### config.mk
export PLATFORM = sky130hd
export DESIGN_NAME = l1i_hit_select
export DESIGN_NICKNAME = d
export VERILOG_FILES = /design/src/l1i_pkg.sv /design/src/l1i_hit_select.sv
export SDC_FILE = /design/constraint.sdc
export NUM_CORES = 1
export LEC_CHECK = 0
export BUFFER_PORTS_ARGS = -buffer_cell sky130_fd_sc_hd__buf_2
export CORE_AREA = 5 5 188 190
export CTS_CLUSTER_SIZE = 14
export DETAILED_ROUTE_END_ITERATION = 8
export DIE_AREA = 0 0 193 195
export SYNTH_ARGS = -nofsm -noshare
export SYNTH_HDL_FRONTEND = slang
export SYNTH_SLANG_ARGS = --single-unit
### constraint.sdc
create_clock -name CLK -period 5.4 [get_ports CLK]
set_input_delay 0.27 -clock CLK [delete_from_list [all_inputs] [get_ports CLK]]
set_output_delay 0.27 -clock CLK [all_outputs]
set_load 0.05 [all_outputs]
### src/l1i_pkg.sv
// ---------------------------------------------------------------------------
// L1 instruction cache shared definitions
// Cache geometry constants plus tag, chunk, block and way types
// ---------------------------------------------------------------------------

package l1i_pkg;

    // ---------------------------------------------------------------------------
    // geometry

    // physical tag bits kept per block
    localparam int TAG_WIDTH = 22;

    // one fetch chunk is what the core gets per lookup
    localparam int FETCH_BYTES = 16;
    localparam int BLOCK_BYTES = 32;
    localparam int CHUNKS_PER_BLOCK = BLOCK_BYTES / FETCH_BYTES;

    localparam int DEFAULT_NUM_SETS = 128;

    // ---------------------------------------------------------------------------
    // types

    typedef logic [TAG_WIDTH-1:0] tag_t;

    // chunk position inside a block
    typedef logic [$clog2(CHUNKS_PER_BLOCK)-1:0] chunk_idx_t;

    typedef logic [FETCH_BYTES*8-1:0] fetch_t;

    // whole block from L2, chunk 0 in the low bits
    typedef logic [BLOCK_BYTES*8-1:0] block_t;

    typedef logic way_t;

    typedef struct packed {
        logic valid;
        tag_t tag;
    } tag_entry_t;

endpackage

### src/l1i_hit_select.sv
// ---------------------------------------------------------------------------
// L1I hit selector
// Compares the lookup tag with both ways and returns the hitting chunk.
// A miss offers its address and the victim way to the miss unit.
// ---------------------------------------------------------------------------

`timescale 1ns/1ps

module l1i_hit_select #(
    parameter int NUM_SETS = l1i_pkg::DEFAULT_NUM_SETS,
    localparam int INDEX_WIDTH = $clog2(NUM_SETS)
) (
    input logic CLK,
    input logic nRST,

    input logic req_valid,
    input l1i_pkg::tag_t req_tag,
    input logic [INDEX_WIDTH-1:0] req_index,

    // array results, one cycle after the request
    input l1i_pkg::tag_entry_t tag_entries [2],
    input l1i_pkg::fetch_t chunks [2],
    input l1i_pkg::way_t victim_way,

    output logic resp_valid,
    output logic resp_hit,
    output l1i_pkg::fetch_t resp_instr,

    output logic hit_valid,
    output l1i_pkg::way_t hit_way,

    output logic miss_valid,
    output l1i_pkg::tag_t miss_tag,
    output logic [INDEX_WIDTH-1:0] miss_index,
    output l1i_pkg::way_t miss_way
);

    logic req_valid_q;
    l1i_pkg::tag_t req_tag_q;
    logic [INDEX_WIDTH-1:0] req_index_q;
    logic [1:0] match;

    always_ff @(posedge CLK or negedge nRST) begin
        if (!nRST) begin
            req_valid_q <= 1'b0;
        end else begin
            req_valid_q <= req_valid;
        end
    end

    always_ff @(posedge CLK) begin
        req_tag_q <= req_tag;
        req_index_q <= req_index;
    end

    assign match[0] = tag_entries[0].valid && (tag_entries[0].tag == req_tag_q);
    assign match[1] = tag_entries[1].valid && (tag_entries[1].tag == req_tag_q);

    // way 0 wins if both ways match
    assign hit_way = l1i_pkg::way_t'(!match[0]);
    assign resp_valid = req_valid_q;
    assign resp_hit = req_valid_q && (match != 2'b00);
    assign resp_instr = chunks[hit_way];
    assign hit_valid = resp_hit;

    assign miss_valid = req_valid_q && (match == 2'b00);
    assign miss_tag = req_tag_q;
    assign miss_index = req_index_q;
    assign miss_way = victim_way;

endmodule

==> results of run 1 <==
-- cells in the final DEF, fill, tap and decap left out --
master and n:
sky130_fd_sc_hd__nand2_1 3, sky130_fd_sc_hd__mux2_4 120, sky130_fd_sc_hd__nor3_1 2, sky130_fd_sc_hd__clkbuf_16 5, sky130_fd_sc_hd__a21boi_0 1, sky130_fd_sc_hd__nand4_1 6, sky130_fd_sc_hd__nor2b_1 1, sky130_fd_sc_hd__diode_2 1
sky130_fd_sc_hd__nor4_1 8, sky130_fd_sc_hd__buf_2 495, sky130_fd_sc_hd__dfrtp_1 1, sky130_fd_sc_hd__nand3_1 3, sky130_fd_sc_hd__and3_1 1, sky130_fd_sc_hd__or3b_1 2, sky130_fd_sc_hd__xor2_1 23, sky130_fd_sc_hd__dfxtp_1 29
sky130_fd_sc_hd__or3_1 1, sky130_fd_sc_hd__mux2_2 8, sky130_fd_sc_hd__dlygate4sd3_1 1, sky130_fd_sc_hd__or4_4 1, sky130_fd_sc_hd__xnor2_1 21, sky130_fd_sc_hd__clkinv_2 1, sky130_fd_sc_hd__clkbuf_1 1, sky130_fd_sc_hd__clkbuf_8 1
sky130_fd_sc_hd__nor2_1 1, sky130_fd_sc_hd__buf_12 1
-- worst max-delay path, cell delays in order (launching register included) --
cell and delay, ns:
sky130_fd_sc_hd__dfxtp_1 0.42, sky130_fd_sc_hd__xnor2_1 0.18, sky130_fd_sc_hd__nand2_1 0.07, sky130_fd_sc_hd__or3b_1 0.37, sky130_fd_sc_hd__or4_4 0.90, sky130_fd_sc_hd__buf_12 0.44
sky130_fd_sc_hd__mux2_4 0.38, sky130_fd_sc_hd__buf_2 0.23
-- flip-flops by register name, indices dropped and copies added, names as in the netlist --
register    cells
miss_tag       22
miss_index      7
resp_valid      1
-- cells in the mapped netlist (all sizes together) --
cell type	instances	area [um^2]
or3b	2	17.5
nand4	6	37.5
mux2	128	1890
dfxtp	29	581
buf	16	173
xnor2	21	184
nor2b	1	6.26
a21boi	1	7.51
nand2	3	11.3
nand3	3	15.0
dfrtp	1	25.0
nor2	1	3.75
xor2	23	201
nor4	8	50.1
or4	1	11.3
and3	1	6.26
nor3	2	10.0
or3	1	6.26
-- cells by family (layout without fill, tap and decap cells) --
family                 Yosys count  count (layout)  synth area share
AO/OA/AOI/OAI                    1               1           0.00232
XOR/XNOR                        44              44             0.119
buffers and inverters           16             505            0.0533
flip-flops                      30              30             0.187
multiplexers                   128             128             0.584
other                            0               1                 0
AND/OR/NAND/NOR                 29              29            0.0541
-- layout make-up --
class	count	area [um^2]
repair buffers	497	2510
clock buffers	7	143
flip-flops and latches	30	606
fillers	3745	27000
clock inverters	1	5.00
diodes	1	2.50
well taps	448	561
multi-input cells	202	2460
-- power by group through the flow --
stage	combinational (mW)	clock [mW]	sequential, mW
after floorplan	0.298	0	0.290
after global placement	0.560	0	0.250
after detailed placement	0.558	0	0.251
after CTS	0.563	0.286	0.246
after global routing	0.584	0.293	0.248
final	0.558	0.282	0.246
-- timing repair --
item	4_1_cts	5_1_grt
hold buffers	1	0
hold endpoints to repair	1	0
setup buffers	0	0
-- layer usage --
metal	vias up	track usage
met4	0	0.0215
met5	-	0
met1	1836	0.119
li1	1876	-
met3	11	0.0279
met2	322	0.197
-- worst max-delay path by stage --
stage | from | to | slack (ns) | cells after the start
floorplan | miss_tag[20] | resp_hit | 1.73 | 6
global placement | tag_entries[25] | resp_instr[36] | 1.92 | 8
detailed placement | tag_entries[34] | resp_instr[36] | 1.94 | 8
CTS | miss_tag[1] | resp_instr[36] | 1.70 | 7
global route | miss_tag[14] | resp_instr[82] | 1.57 | 7
finish | miss_tag[14] | resp_instr[82] | 1.63 | 7
-- stage by stage --
stage | setup slack, ns | total power, mW
after detailed placement | 1.94 | 0.809
after floorplan | 1.73 | 0.588
after global routing | 1.57 | 1.13
after CTS | 1.70 | 1.10
final | 1.63 | 1.09
after global placement | 1.92 | 0.811
==> run summary, run 1 <==
The flow ran to the end, and the final reports show no timing, DRC or antenna violations. The final weighted congestion in routability-driven placement came out at 0.909. After detailed routing, the average wire length per cell comes to 18.9 um. The final design instance area without fill is 0.00628 mm^2, and the site row count is 67. The share of total power consumed by net switching came out at 0.425. The total clock buffers created by CTS is 5. The post-synthesis cell area was 0.00324 mm^2. When the netlist entered floorplanning its net count stood at 583. The tools report the final number of hold-violating endpoints as 0. Headroom to the max-slew limit: 0.236. The area after detailed placement is 0.00612 mm^2. The min-delay analysis places its worst path in the category primary input to register. STA puts the critical path data arrival time at 3.50 ns. The count of TritonRoute iterations in the first routing pass was 4; the reported leakage power was 3.66 nW. The count of buffers added on input and output ports is 495. The top layer used by detailed routing is met4. The fraction of power consumed by sequential logic was 0.227; the gate count after technology mapping was 248.

After clock tree synthesis, the clock-pin slew on the worst setup and hold paths is 0.05 ns. The final-report max-slew violation count was 0; the power spent charging and discharging nets was 0.461 mW. The run gives 0.514 as the combinational share of power. The actual slew at the worst max-slew pin was 1.15 ns. The worst setup path is captured at an output port.

The number of nets at the end of the flow is 1,071. Summed over all nets, the half-perimeter wirelength after detailed placement is 20,000 um. For the fraction of the yosys area taken by sequential cells, the log shows 0.187. Power per unit of standard cell area: 173 mW/mm^2. Total congestion overflow: 0. The die is 193 um wide. Summed over all nets, wire length on met3 after detailed routing comes to 2770 um. In this run the remaining antenna-violating nets after routing total 0.

Synthesis instantiated 20 different standard cells from the library. Average vias per placed instance: 3.41. From bottom edge to top edge, the die measures 195 um.

The tools report the number of placed instances with taps included as 1,176. For the total via count after detailed routing, the log shows 4,045. The worst hold path terminates at miss_index[4]. For the final standard cell utilization of the core, the log shows 0.189. The tools report the worst hold slack after final layout as 0.0899 ns. TritonCTS built the clock tree.

The final routed DRC violation total came out at 0. STA classifies the critical path startpoint as a register. Static timing analysis puts the maximum clock frequency at 265 MHz. The global-route wire length before repair was 29,500 um; the total core area was 0.0333 mm^2.

The minimum clock period after layout is 3.77 ns. The longest clock path from root to sink contains 2 buffers. Yosys printed 0 warnings.

Kind of critical path: register to output port. Counting every sink on the clock net gives 30. Summed over all layers, the routed wires come to 22,500 um.

Fraction of layout cells with a size suffix above 1: 0.858. After detailed routing, the wire length on met1 is 8080 um. Setup violations remaining at the end of the flow were counted as 0. In the final timing run, aggregate negative setup slack is 0 ns. In this run, the number of DRC markers left after iteration 0 of detailed routing was 136.

The run gives 5.13 ns as the required time at the endpoint of the critical path. In the detailed route, the total length drawn on met2 is 11,300 um. The initial antenna violation count came out at 1. The clock tree synthesis step divided the H-tree into 2 levels. Once the clock tree was built, the resizer swapped 0 gates to a different size. The I/O pin total is 498, and the largest net degree at the start of global routing is 70. The starting density of the core was 0.0973; the overall routing resource usage was 0.105.

For the cell internal power dissipation, the log shows 0.624 mW. From synthesis to final layout, the design area changed by 94.0%. Setup repair after global routing left no endpoint under its margin. Of all nets on the critical path, the largest fanout is 69. The cell count of the worst hold path is 1. The final critical-path share of the clock period works out to 0.698. The startpoint identified for the worst hold timing path is req_index[4]. The finished layout holds 1,186 standard cells, fillers aside.

The mean instance size in the synthesized netlist came out at 13.1 um^2. Number of flip-flops and latches in the synthesized netlist: 30. The number of global-route vias before repair was 4,434. The maximum resistive drop on vdd was 0.000266 V; the power share of the clock group was 0.260. The die covers 0.0376 mm^2. Across the run, the number of max-cap violations was 0. The tree is rooted in a sky130_fd_sc_hd__clkbuf_16.
Note: power is estimated with default switching activity, not from simulation.
==> run 2: changes to the inputs <==
- CORE_AREA: 5 5 188 190 -> 5 5 189 191
- DIE_AREA: 0 0 193 195 -> 0 0 194 196
- clock period: 5.4 -> 3.5 ns (I/O delays scaled with it)
==> run summary, run 2 (synthesis gave the netlist of run 1 again) <==
The site row count is 68 (was 67). The slowest library cell on the worst path was sky130_fd_sc_hd__or4_4 (unchanged). The reported leakage power was 3.78 nW (was 3.66 nW). The logs give 0.997 (was 0.909) for the final weighted congestion in routability-driven placement and 0 (unchanged) for the total congestion overflow. The height of the chip was 196 um (was 195 um). Kind of critical path: register to output port (unchanged). The tools report the total setup buffers inserted after CTS as 0 (unchanged). The total via count after detailed routing was 4,225 (was 4,045); the final critical-path share of the clock period was 0.910. The tools report the total core area as 0.0339 mm^2 (was 0.0333 mm^2).

Critical path cell sequence: xor2_1 -> nor4_1 -> nand2_1 -> or4_4 -> buf_12 -> mux2_4 -> buf_2 (was xnor2_1 -> nand2_1 -> or3b_1 -> or4_4 -> buf_12 -> mux2_4 -> buf_2). For the count of antenna-violating nets left after detailed routing, the log shows 0 (unchanged). The logs give 0.580 (was 0.236) for the headroom to the max-slew limit and 0 (unchanged) for the number of maximum-capacitance constraint violations. The required time at the endpoint of the critical path was 3.32 ns (was 5.13 ns); the actual slew at the worst max-slew pin was 0.630 ns (was 1.15 ns).

The worst-case clock buffer depth was 2 (unchanged). The tools report the final routed DRC violation total as 0 (unchanged). Startpoint class of the critical path: a register (unchanged). For the overall die area, the log shows 0.0380 mm^2 (was 0.0376 mm^2). For the starting density of the core, the log shows 0.0954 (was 0.0973). The number of flip-flops under the largest register name is 22 (unchanged). TritonCTS built the clock tree. The overall die width was 194 um (was 193 um); the post-CTS clock slew at the launch and capture registers of the worst setup and hold paths was 0.05 ns (about the same). The sum of negative setup slack came out at 0 ns (unchanged).

The number of DRC markers in iteration 0 was 137 (was 136). The TritonCTS sink count came out at 30 (unchanged). The initial antenna violation count is 4 (was 1), and the power per unit of standard cell area is 260 mW/mm^2 (was 173 mW/mm^2). HPWL reported at the end of detailed placement: 22,200 um (was 20,000 um). The arrival time of data at the critical path endpoint is 3.01 ns (was 3.50 ns). The tools report the type of destination of the critical path as an output port (unchanged). The logs give 0.120 (was 0.105) for the overall routing resource usage and 3,740 (was 3,745) for the final-layout fill cell count. The final wirelength is 25,000 um (was 22,500 um), and the total clock buffers created by CTS is 5 (unchanged). The total number of H-tree levels was 2 (unchanged). The number of nets at the end of the flow was 1,098 (was 1,071); the number of failing setup endpoints in the final timing report was 0 (unchanged). The logs give 0.000315 V (was 0.000266 V) for the maximum resistive drop on vdd and 33,600 um (was 29,500 um) for the global-route wire length before repair.

The synthesis-to-finish area growth was 103% (was 94.0%); the minimum clock period after layout was 3.18 ns. The number of global-route vias before repair is 4,582 (was 4,434), and the number of buffers inserted by port buffering is 495 (unchanged). The largest fanout on the critical path came out at 72 (was 69). Cell at the root of the clock tree: sky130_fd_sc_hd__clkbuf_16 (unchanged).

Most frequent cells in the layout: sky130_fd_sc_hd__buf_2 (495), sky130_fd_sc_hd__mux2_4 (120), sky130_fd_sc_hd__dfxtp_1 (29), sky130_fd_sc_hd__dlygate4sd3_1 (27), sky130_fd_sc_hd__xor2_1 (23) (was sky130_fd_sc_hd__buf_2 (495), sky130_fd_sc_hd__mux2_4 (120), sky130_fd_sc_hd__dfxtp_1 (29), sky130_fd_sc_hd__xor2_1 (23), sky130_fd_sc_hd__xnor2_1 (21)). The average detailed-routed wire length per instance came out at 20.5 um (was 18.9 um). Setup repair after global routing left no endpoint under its margin.

The final instance count without filler cells is 1,221 (was 1,186). The multi-input combinational cell area is 0.00246 mm^2 (unchanged), and the final-report max-slew violation count is 0 (unchanged). The number of placed instances with taps included is 1,184 (was 1,176). The run gives 0 (unchanged) as the number of cells upsized or downsized after cts. The area used by sequential logic in the layout is 606 um^2 (unchanged), and the largest stage delay on the critical path is 0.60 ns (was 0.90 ns). Fraction of layout cells with a size suffix above 1: 0.829 (was 0.858). For the number of buffers inserted by hold repair at cts, the log shows 27 (was 1). The average vias per placed instance is 3.46 (was 3.41). Timing would allow up to 314 MHz. Most frequent standard cell in the layout excluding fill and tap cells: sky130_fd_sc_hd__buf_2 (unchanged). The run finished with clean final reports.

The largest net degree at the start of global routing was 73 (was 70). The tools report the count of TritonRoute iterations in the first routing pass as 4 (unchanged). For the final number of hold-violating endpoints, the log shows 0 (unchanged). The type of the most critical hold path was primary input to register (unchanged).

The I/O pin total is 498 (unchanged).
run 2: cell count changes in the layout (fill, tap and decap cells not counted):
cell / delta
sky130_fd_sc_hd__a21boi_0: -1
sky130_fd_sc_hd__buf_12: +1
sky130_fd_sc_hd__a21boi_1: +1
sky130_fd_sc_hd__dlygate4sd3_1: +26
sky130_fd_sc_hd__diode_2: +1
run 2: final cells by class:
cell class / instances / area share
Multi-Input combinational cell: 202 / 0.374
Sequential cell: 30 / 0.0921
Antenna cell: 2 / 0.000761
Tap cell: 455 / 0.0866
Clock inverter: 1 / 0.000761
Timing Repair Buffer: 524 / 0.424
Clock buffer: 7 / 0.0217
run 2: per-stage QoR:
stage	utilization	area, um^2	hold slack (ns)	setup WS (ns)	power [mW]
3_3_place_gp	0.181	6150	-0.0467	0.640	1.27
5_1_grt	0.194	6570	0.00309	0.279	1.77
6_report	0.194	6580	0.00813	0.316	1.71
3_5_place_dp	0.181	6150	-0.0455	0.667	1.26
2_1_floorplan	-	3240	-0.121	0.373	0.907
4_1_cts	0.194	6570	0.000477	0.363	1.73
run 2: final timing paths:
| kind | from | slack [ns] | cells after the start | end |
|---|---|---|---|---|
| worst max-delay path | miss_tag[1] | 0.32 | 7 | resp_instr[55] |
| worst min-delay path | req_tag[18] | 0.008 | 1 | miss_tag[18] |
| max in group asynchronous | nRST | 3.22 | 2 | resp_valid |
| min in group asynchronous | nRST | 0.20 | 2 | resp_valid |
run 2: report_power, final:
part | total (mW) | switching, mW | internal [mW]
logic | 0.897 | 0.557 | 0.340
registers | 0.380 | 0.0186 | 0.361
clock network | 0.432 | 0.150 | 0.281
run 2: worst max-delay path: cells and delay by family (launching register included):
family        cells  cell delay [ns]
simple gates      3             1.11
buf+inv           2             0.47
flops             1             0.35
xor+xnor          1             0.20
mux               1             0.44
run 2: routing by layer:
| layer | up-vias | track usage | part of all wire | routed length [um] |
|---|---|---|---|---|
| met1 | 1948 | 0.135 | 0.39 | 9660 |
| met5 | - | 0 | 0.0014 | 34 |
| li1 | 1932 | - | - | - |
| met2 | 318 | 0.222 | 0.51 | 12800 |
| met3 | 23 | 0.0335 | 0.085 | 2130 |
| met4 | 4 | 0.0331 | 0.018 | 455 |
==> run 3: changes to the inputs <==
- MAX_ROUTING_LAYER: unset -> met4
==> run summary, run 3 (synthesis gave the netlist of run 1 again) <==
The cell internal power dissipation is 0.981 mW (was 0.982 mW). The cell at the root of the clock tree is sky130_fd_sc_hd__clkbuf_16 (unchanged). The run gives 2 (unchanged) as the worst-case clock buffer depth. The final routed DRC violation total was 0 (unchanged). For the total setup buffers inserted after CTS, the log shows 0 (unchanged). Most frequent cells in the layout: sky130_fd_sc_hd__buf_2 (495), sky130_fd_sc_hd__mux2_4 (120), sky130_fd_sc_hd__dlygate4sd3_1 (29), sky130_fd_sc_hd__dfxtp_1 (29), sky130_fd_sc_hd__xor2_1 (23) (was sky130_fd_sc_hd__buf_2 (495), sky130_fd_sc_hd__mux2_4 (120), sky130_fd_sc_hd__dfxtp_1 (29), sky130_fd_sc_hd__dlygate4sd3_1 (27), sky130_fd_sc_hd__xor2_1 (23)). The final weighted congestion in routability-driven placement is 0.966 (was 0.997), and the share of total power consumed by net switching is 0.425 (about the same).

For the overall routing resource usage, the log shows 0.123 (was 0.120). The required time at the endpoint of the critical path is 3.32 ns (about the same), and the TritonCTS sink count is 30 (unchanged). The maximum resistive drop on vdd came out at 0.000359 V (was 0.000315 V).

The tools report the start point of the worst min-delay path as req_tag[4] (was req_tag[18]). The number of nets at the end of the flow is 1,100 (was 1,098), and the overall die area is 0.0380 mm^2 (unchanged). The synthesis-to-finish area growth was 104% (was 103%). The minimum clock period after layout came out at 3.13 ns (was 3.18 ns). For the sum of negative setup slack, the log shows 0 ns (unchanged).

The average detailed-routed wire length per instance is 20.4 um (was 20.5 um), and the overall die width is 194 um (unchanged). The type of the most critical hold path is primary input to register (unchanged). The tools report the count of TritonRoute iterations in the first routing pass as 4 (unchanged).

The flow ran to the end, and the final reports show no timing, DRC or antenna violations. The most frequent standard cell in the layout excluding fill and tap cells is sky130_fd_sc_hd__buf_2 (unchanged). The number of buffers inserted by port buffering was 495 (unchanged); the number of flip-flops under the largest register name was 22 (unchanged). The run gives 0 (unchanged) as the number of maximum-capacitance constraint violations. The final wirelength is 25,000 um (about the same).

The height of the chip is 196 um (unchanged), and the starting density of the core is 0.0954 (unchanged). The fraction of layout cells with a size suffix above 1 was 0.826 (was 0.829); the HPWL reported at the end of detailed placement was 22,300 um (was 22,200 um). The actual slew at the worst max-slew pin was 0.617 ns (was 0.630 ns). The type of destination of the critical path is an output port (unchanged). Number of global-route vias before repair: 4,578 (was 4,582). The tools report the site row count as 68 (unchanged). The number of DRC markers in iteration 0 was 161 (was 137).

The logs give 2 (unchanged) for the total number of H-tree levels and 0.0212 ns (was 0.00813 ns) for the worst hold slack after final layout. The headroom to the max-slew limit was 0.589 (was 0.580). The power share of the clock group is 0.251 (was 0.253), and the post-CTS clock slew at the launch and capture registers of the worst setup and hold paths is 0.05 ns (about the same). The final critical-path share of the clock period works out to 0.893 (was 0.910). The initial antenna violation count was 4 (unchanged).

The origin of the worst setup path was miss_tag[2] (was miss_tag[1]). For the maximum clock frequency, the log shows 320 MHz (was 314 MHz). Critical path cell sequence: xnor2_1 -> nand2_1 -> or3b_1 -> or4_4 -> buf_12 -> mux2_4 -> buf_2 (was xor2_1 -> nor4_1 -> nand2_1 -> or4_4 -> buf_12 -> mux2_4 -> buf_2).

For the combinational share of power, the log shows 0.526 (was 0.525). The final design instance area without fill is 0.00660 mm^2 (was 0.00658 mm^2), and the number of cells upsized or downsized after cts is 0 (unchanged). The logs give 2.95 ns (was 3.01 ns) for the arrival time of data at the critical path endpoint and 0 (unchanged) for the final-report max-slew violation count.

The tools report the fraction of power consumed by sequential logic as 0.222 (about the same). The run gives 3.78 nW (about the same) as the reported leakage power. The largest stage delay on the critical path works out to 0.56 ns (was 0.60 ns). The slowest library cell on the worst path is sky130_fd_sc_hd__or4_4 (unchanged).

I/O pin total: 498 (unchanged). Startpoint class of the critical path: a register (unchanged). The run gives 0 (unchanged) as the number of failing setup endpoints in the final timing report.

The run gives 0 (unchanged) as the count of antenna-violating nets left after detailed routing. The total core area came out at 0.0339 mm^2 (unchanged). For the total congestion overflow, the log shows 0 (unchanged). The run gives 73 (unchanged) as the largest net degree at the start of global routing.

The total via count after detailed routing came out at 4,215 (was 4,225). The area after detailed placement came out at 0.00615 mm^2 (unchanged). The tools report the total clock buffers created by CTS as 5 (unchanged).

The kind of critical path is register to output port (unchanged). The power spent charging and discharging nets is 0.726 mW (about the same). Setup repair after global routing left no endpoint under its margin. TritonCTS built the clock tree. The power per unit of standard cell area came out at 259 mW/mm^2 (was 260 mW/mm^2). The largest fanout on the critical path works out to 72 (unchanged). The global-route wire length before repair is 33,200 um (was 33,600 um), and the average vias per placed instance is 3.44 (was 3.46).

Final number of hold-violating endpoints: 0 (unchanged).
-- run 3: what timing repair did --
item                                   CTS  global route
hold buffers                            29             0
endpoints found under the hold margin   29             0
setup endpoints to repair                0             0
-- run 3: worst max-delay path: cells and delay by family (launching register included) --
family | cells | cell delay, ns
AND/OR/NAND/NOR | 3 | 1.02
buffers and inverters | 2 | 0.45
XOR/XNOR | 1 | 0.29
flip-flops | 1 | 0.36
multiplexers | 1 | 0.41
-- run 3: final cells by class --
cell class                      count  area (um^2)
Sequential cell                    30          606
Antenna cell                        4         10.0
Timing Repair Buffer              526         2810
Fill cell                        3763        27400
Clock buffer                        7          143
Tap cell                          455          569
Multi-Input combinational cell    202         2460
-- run 3: final timing paths --
check | to | slack [ns] | cells past startpoint
max in group asynchronous | resp_valid | 3.22 | 2
worst max-delay path | resp_instr[73] | 0.37 | 7
min in group asynchronous | resp_valid | 0.19 | 2
worst min-delay path | miss_tag[4] | 0.02 | 1
-- run 3: power by group through the flow --
stage	Sequential, mW	Combinational [mW]	Clock [mW]
3_3_place_gp	0.386	0.880	0
5_1_grt	0.382	0.938	0.447
2_1_floorplan	0.447	0.460	0
6_report	0.380	0.898	0.429
3_5_place_dp	0.386	0.877	0
4_1_cts	0.380	0.907	0.437
-- run 3: per-layer routing --
metal / up-vias / track usage / part of all wire
met5: - / - / 0
met4: 0 / 0.0378 / 0.019
met3: 22 / 0.0282 / 0.083
met2: 325 / 0.214 / 0.50
met1: 1933 / 0.142 / 0.39
li1: 1935 / - / -
-- run 3: through the flow --
stage	power, mW	setup WS [ns]	cells	utilization
finish	1.71	0.373	1224	0.194
global placement	1.27	0.584	1184	0.181
CTS	1.72	0.382	1220	0.194
detailed placement	1.26	0.701	1184	0.181
global route	1.77	0.337	1222	0.194
floorplan	0.907	0.373	248	-
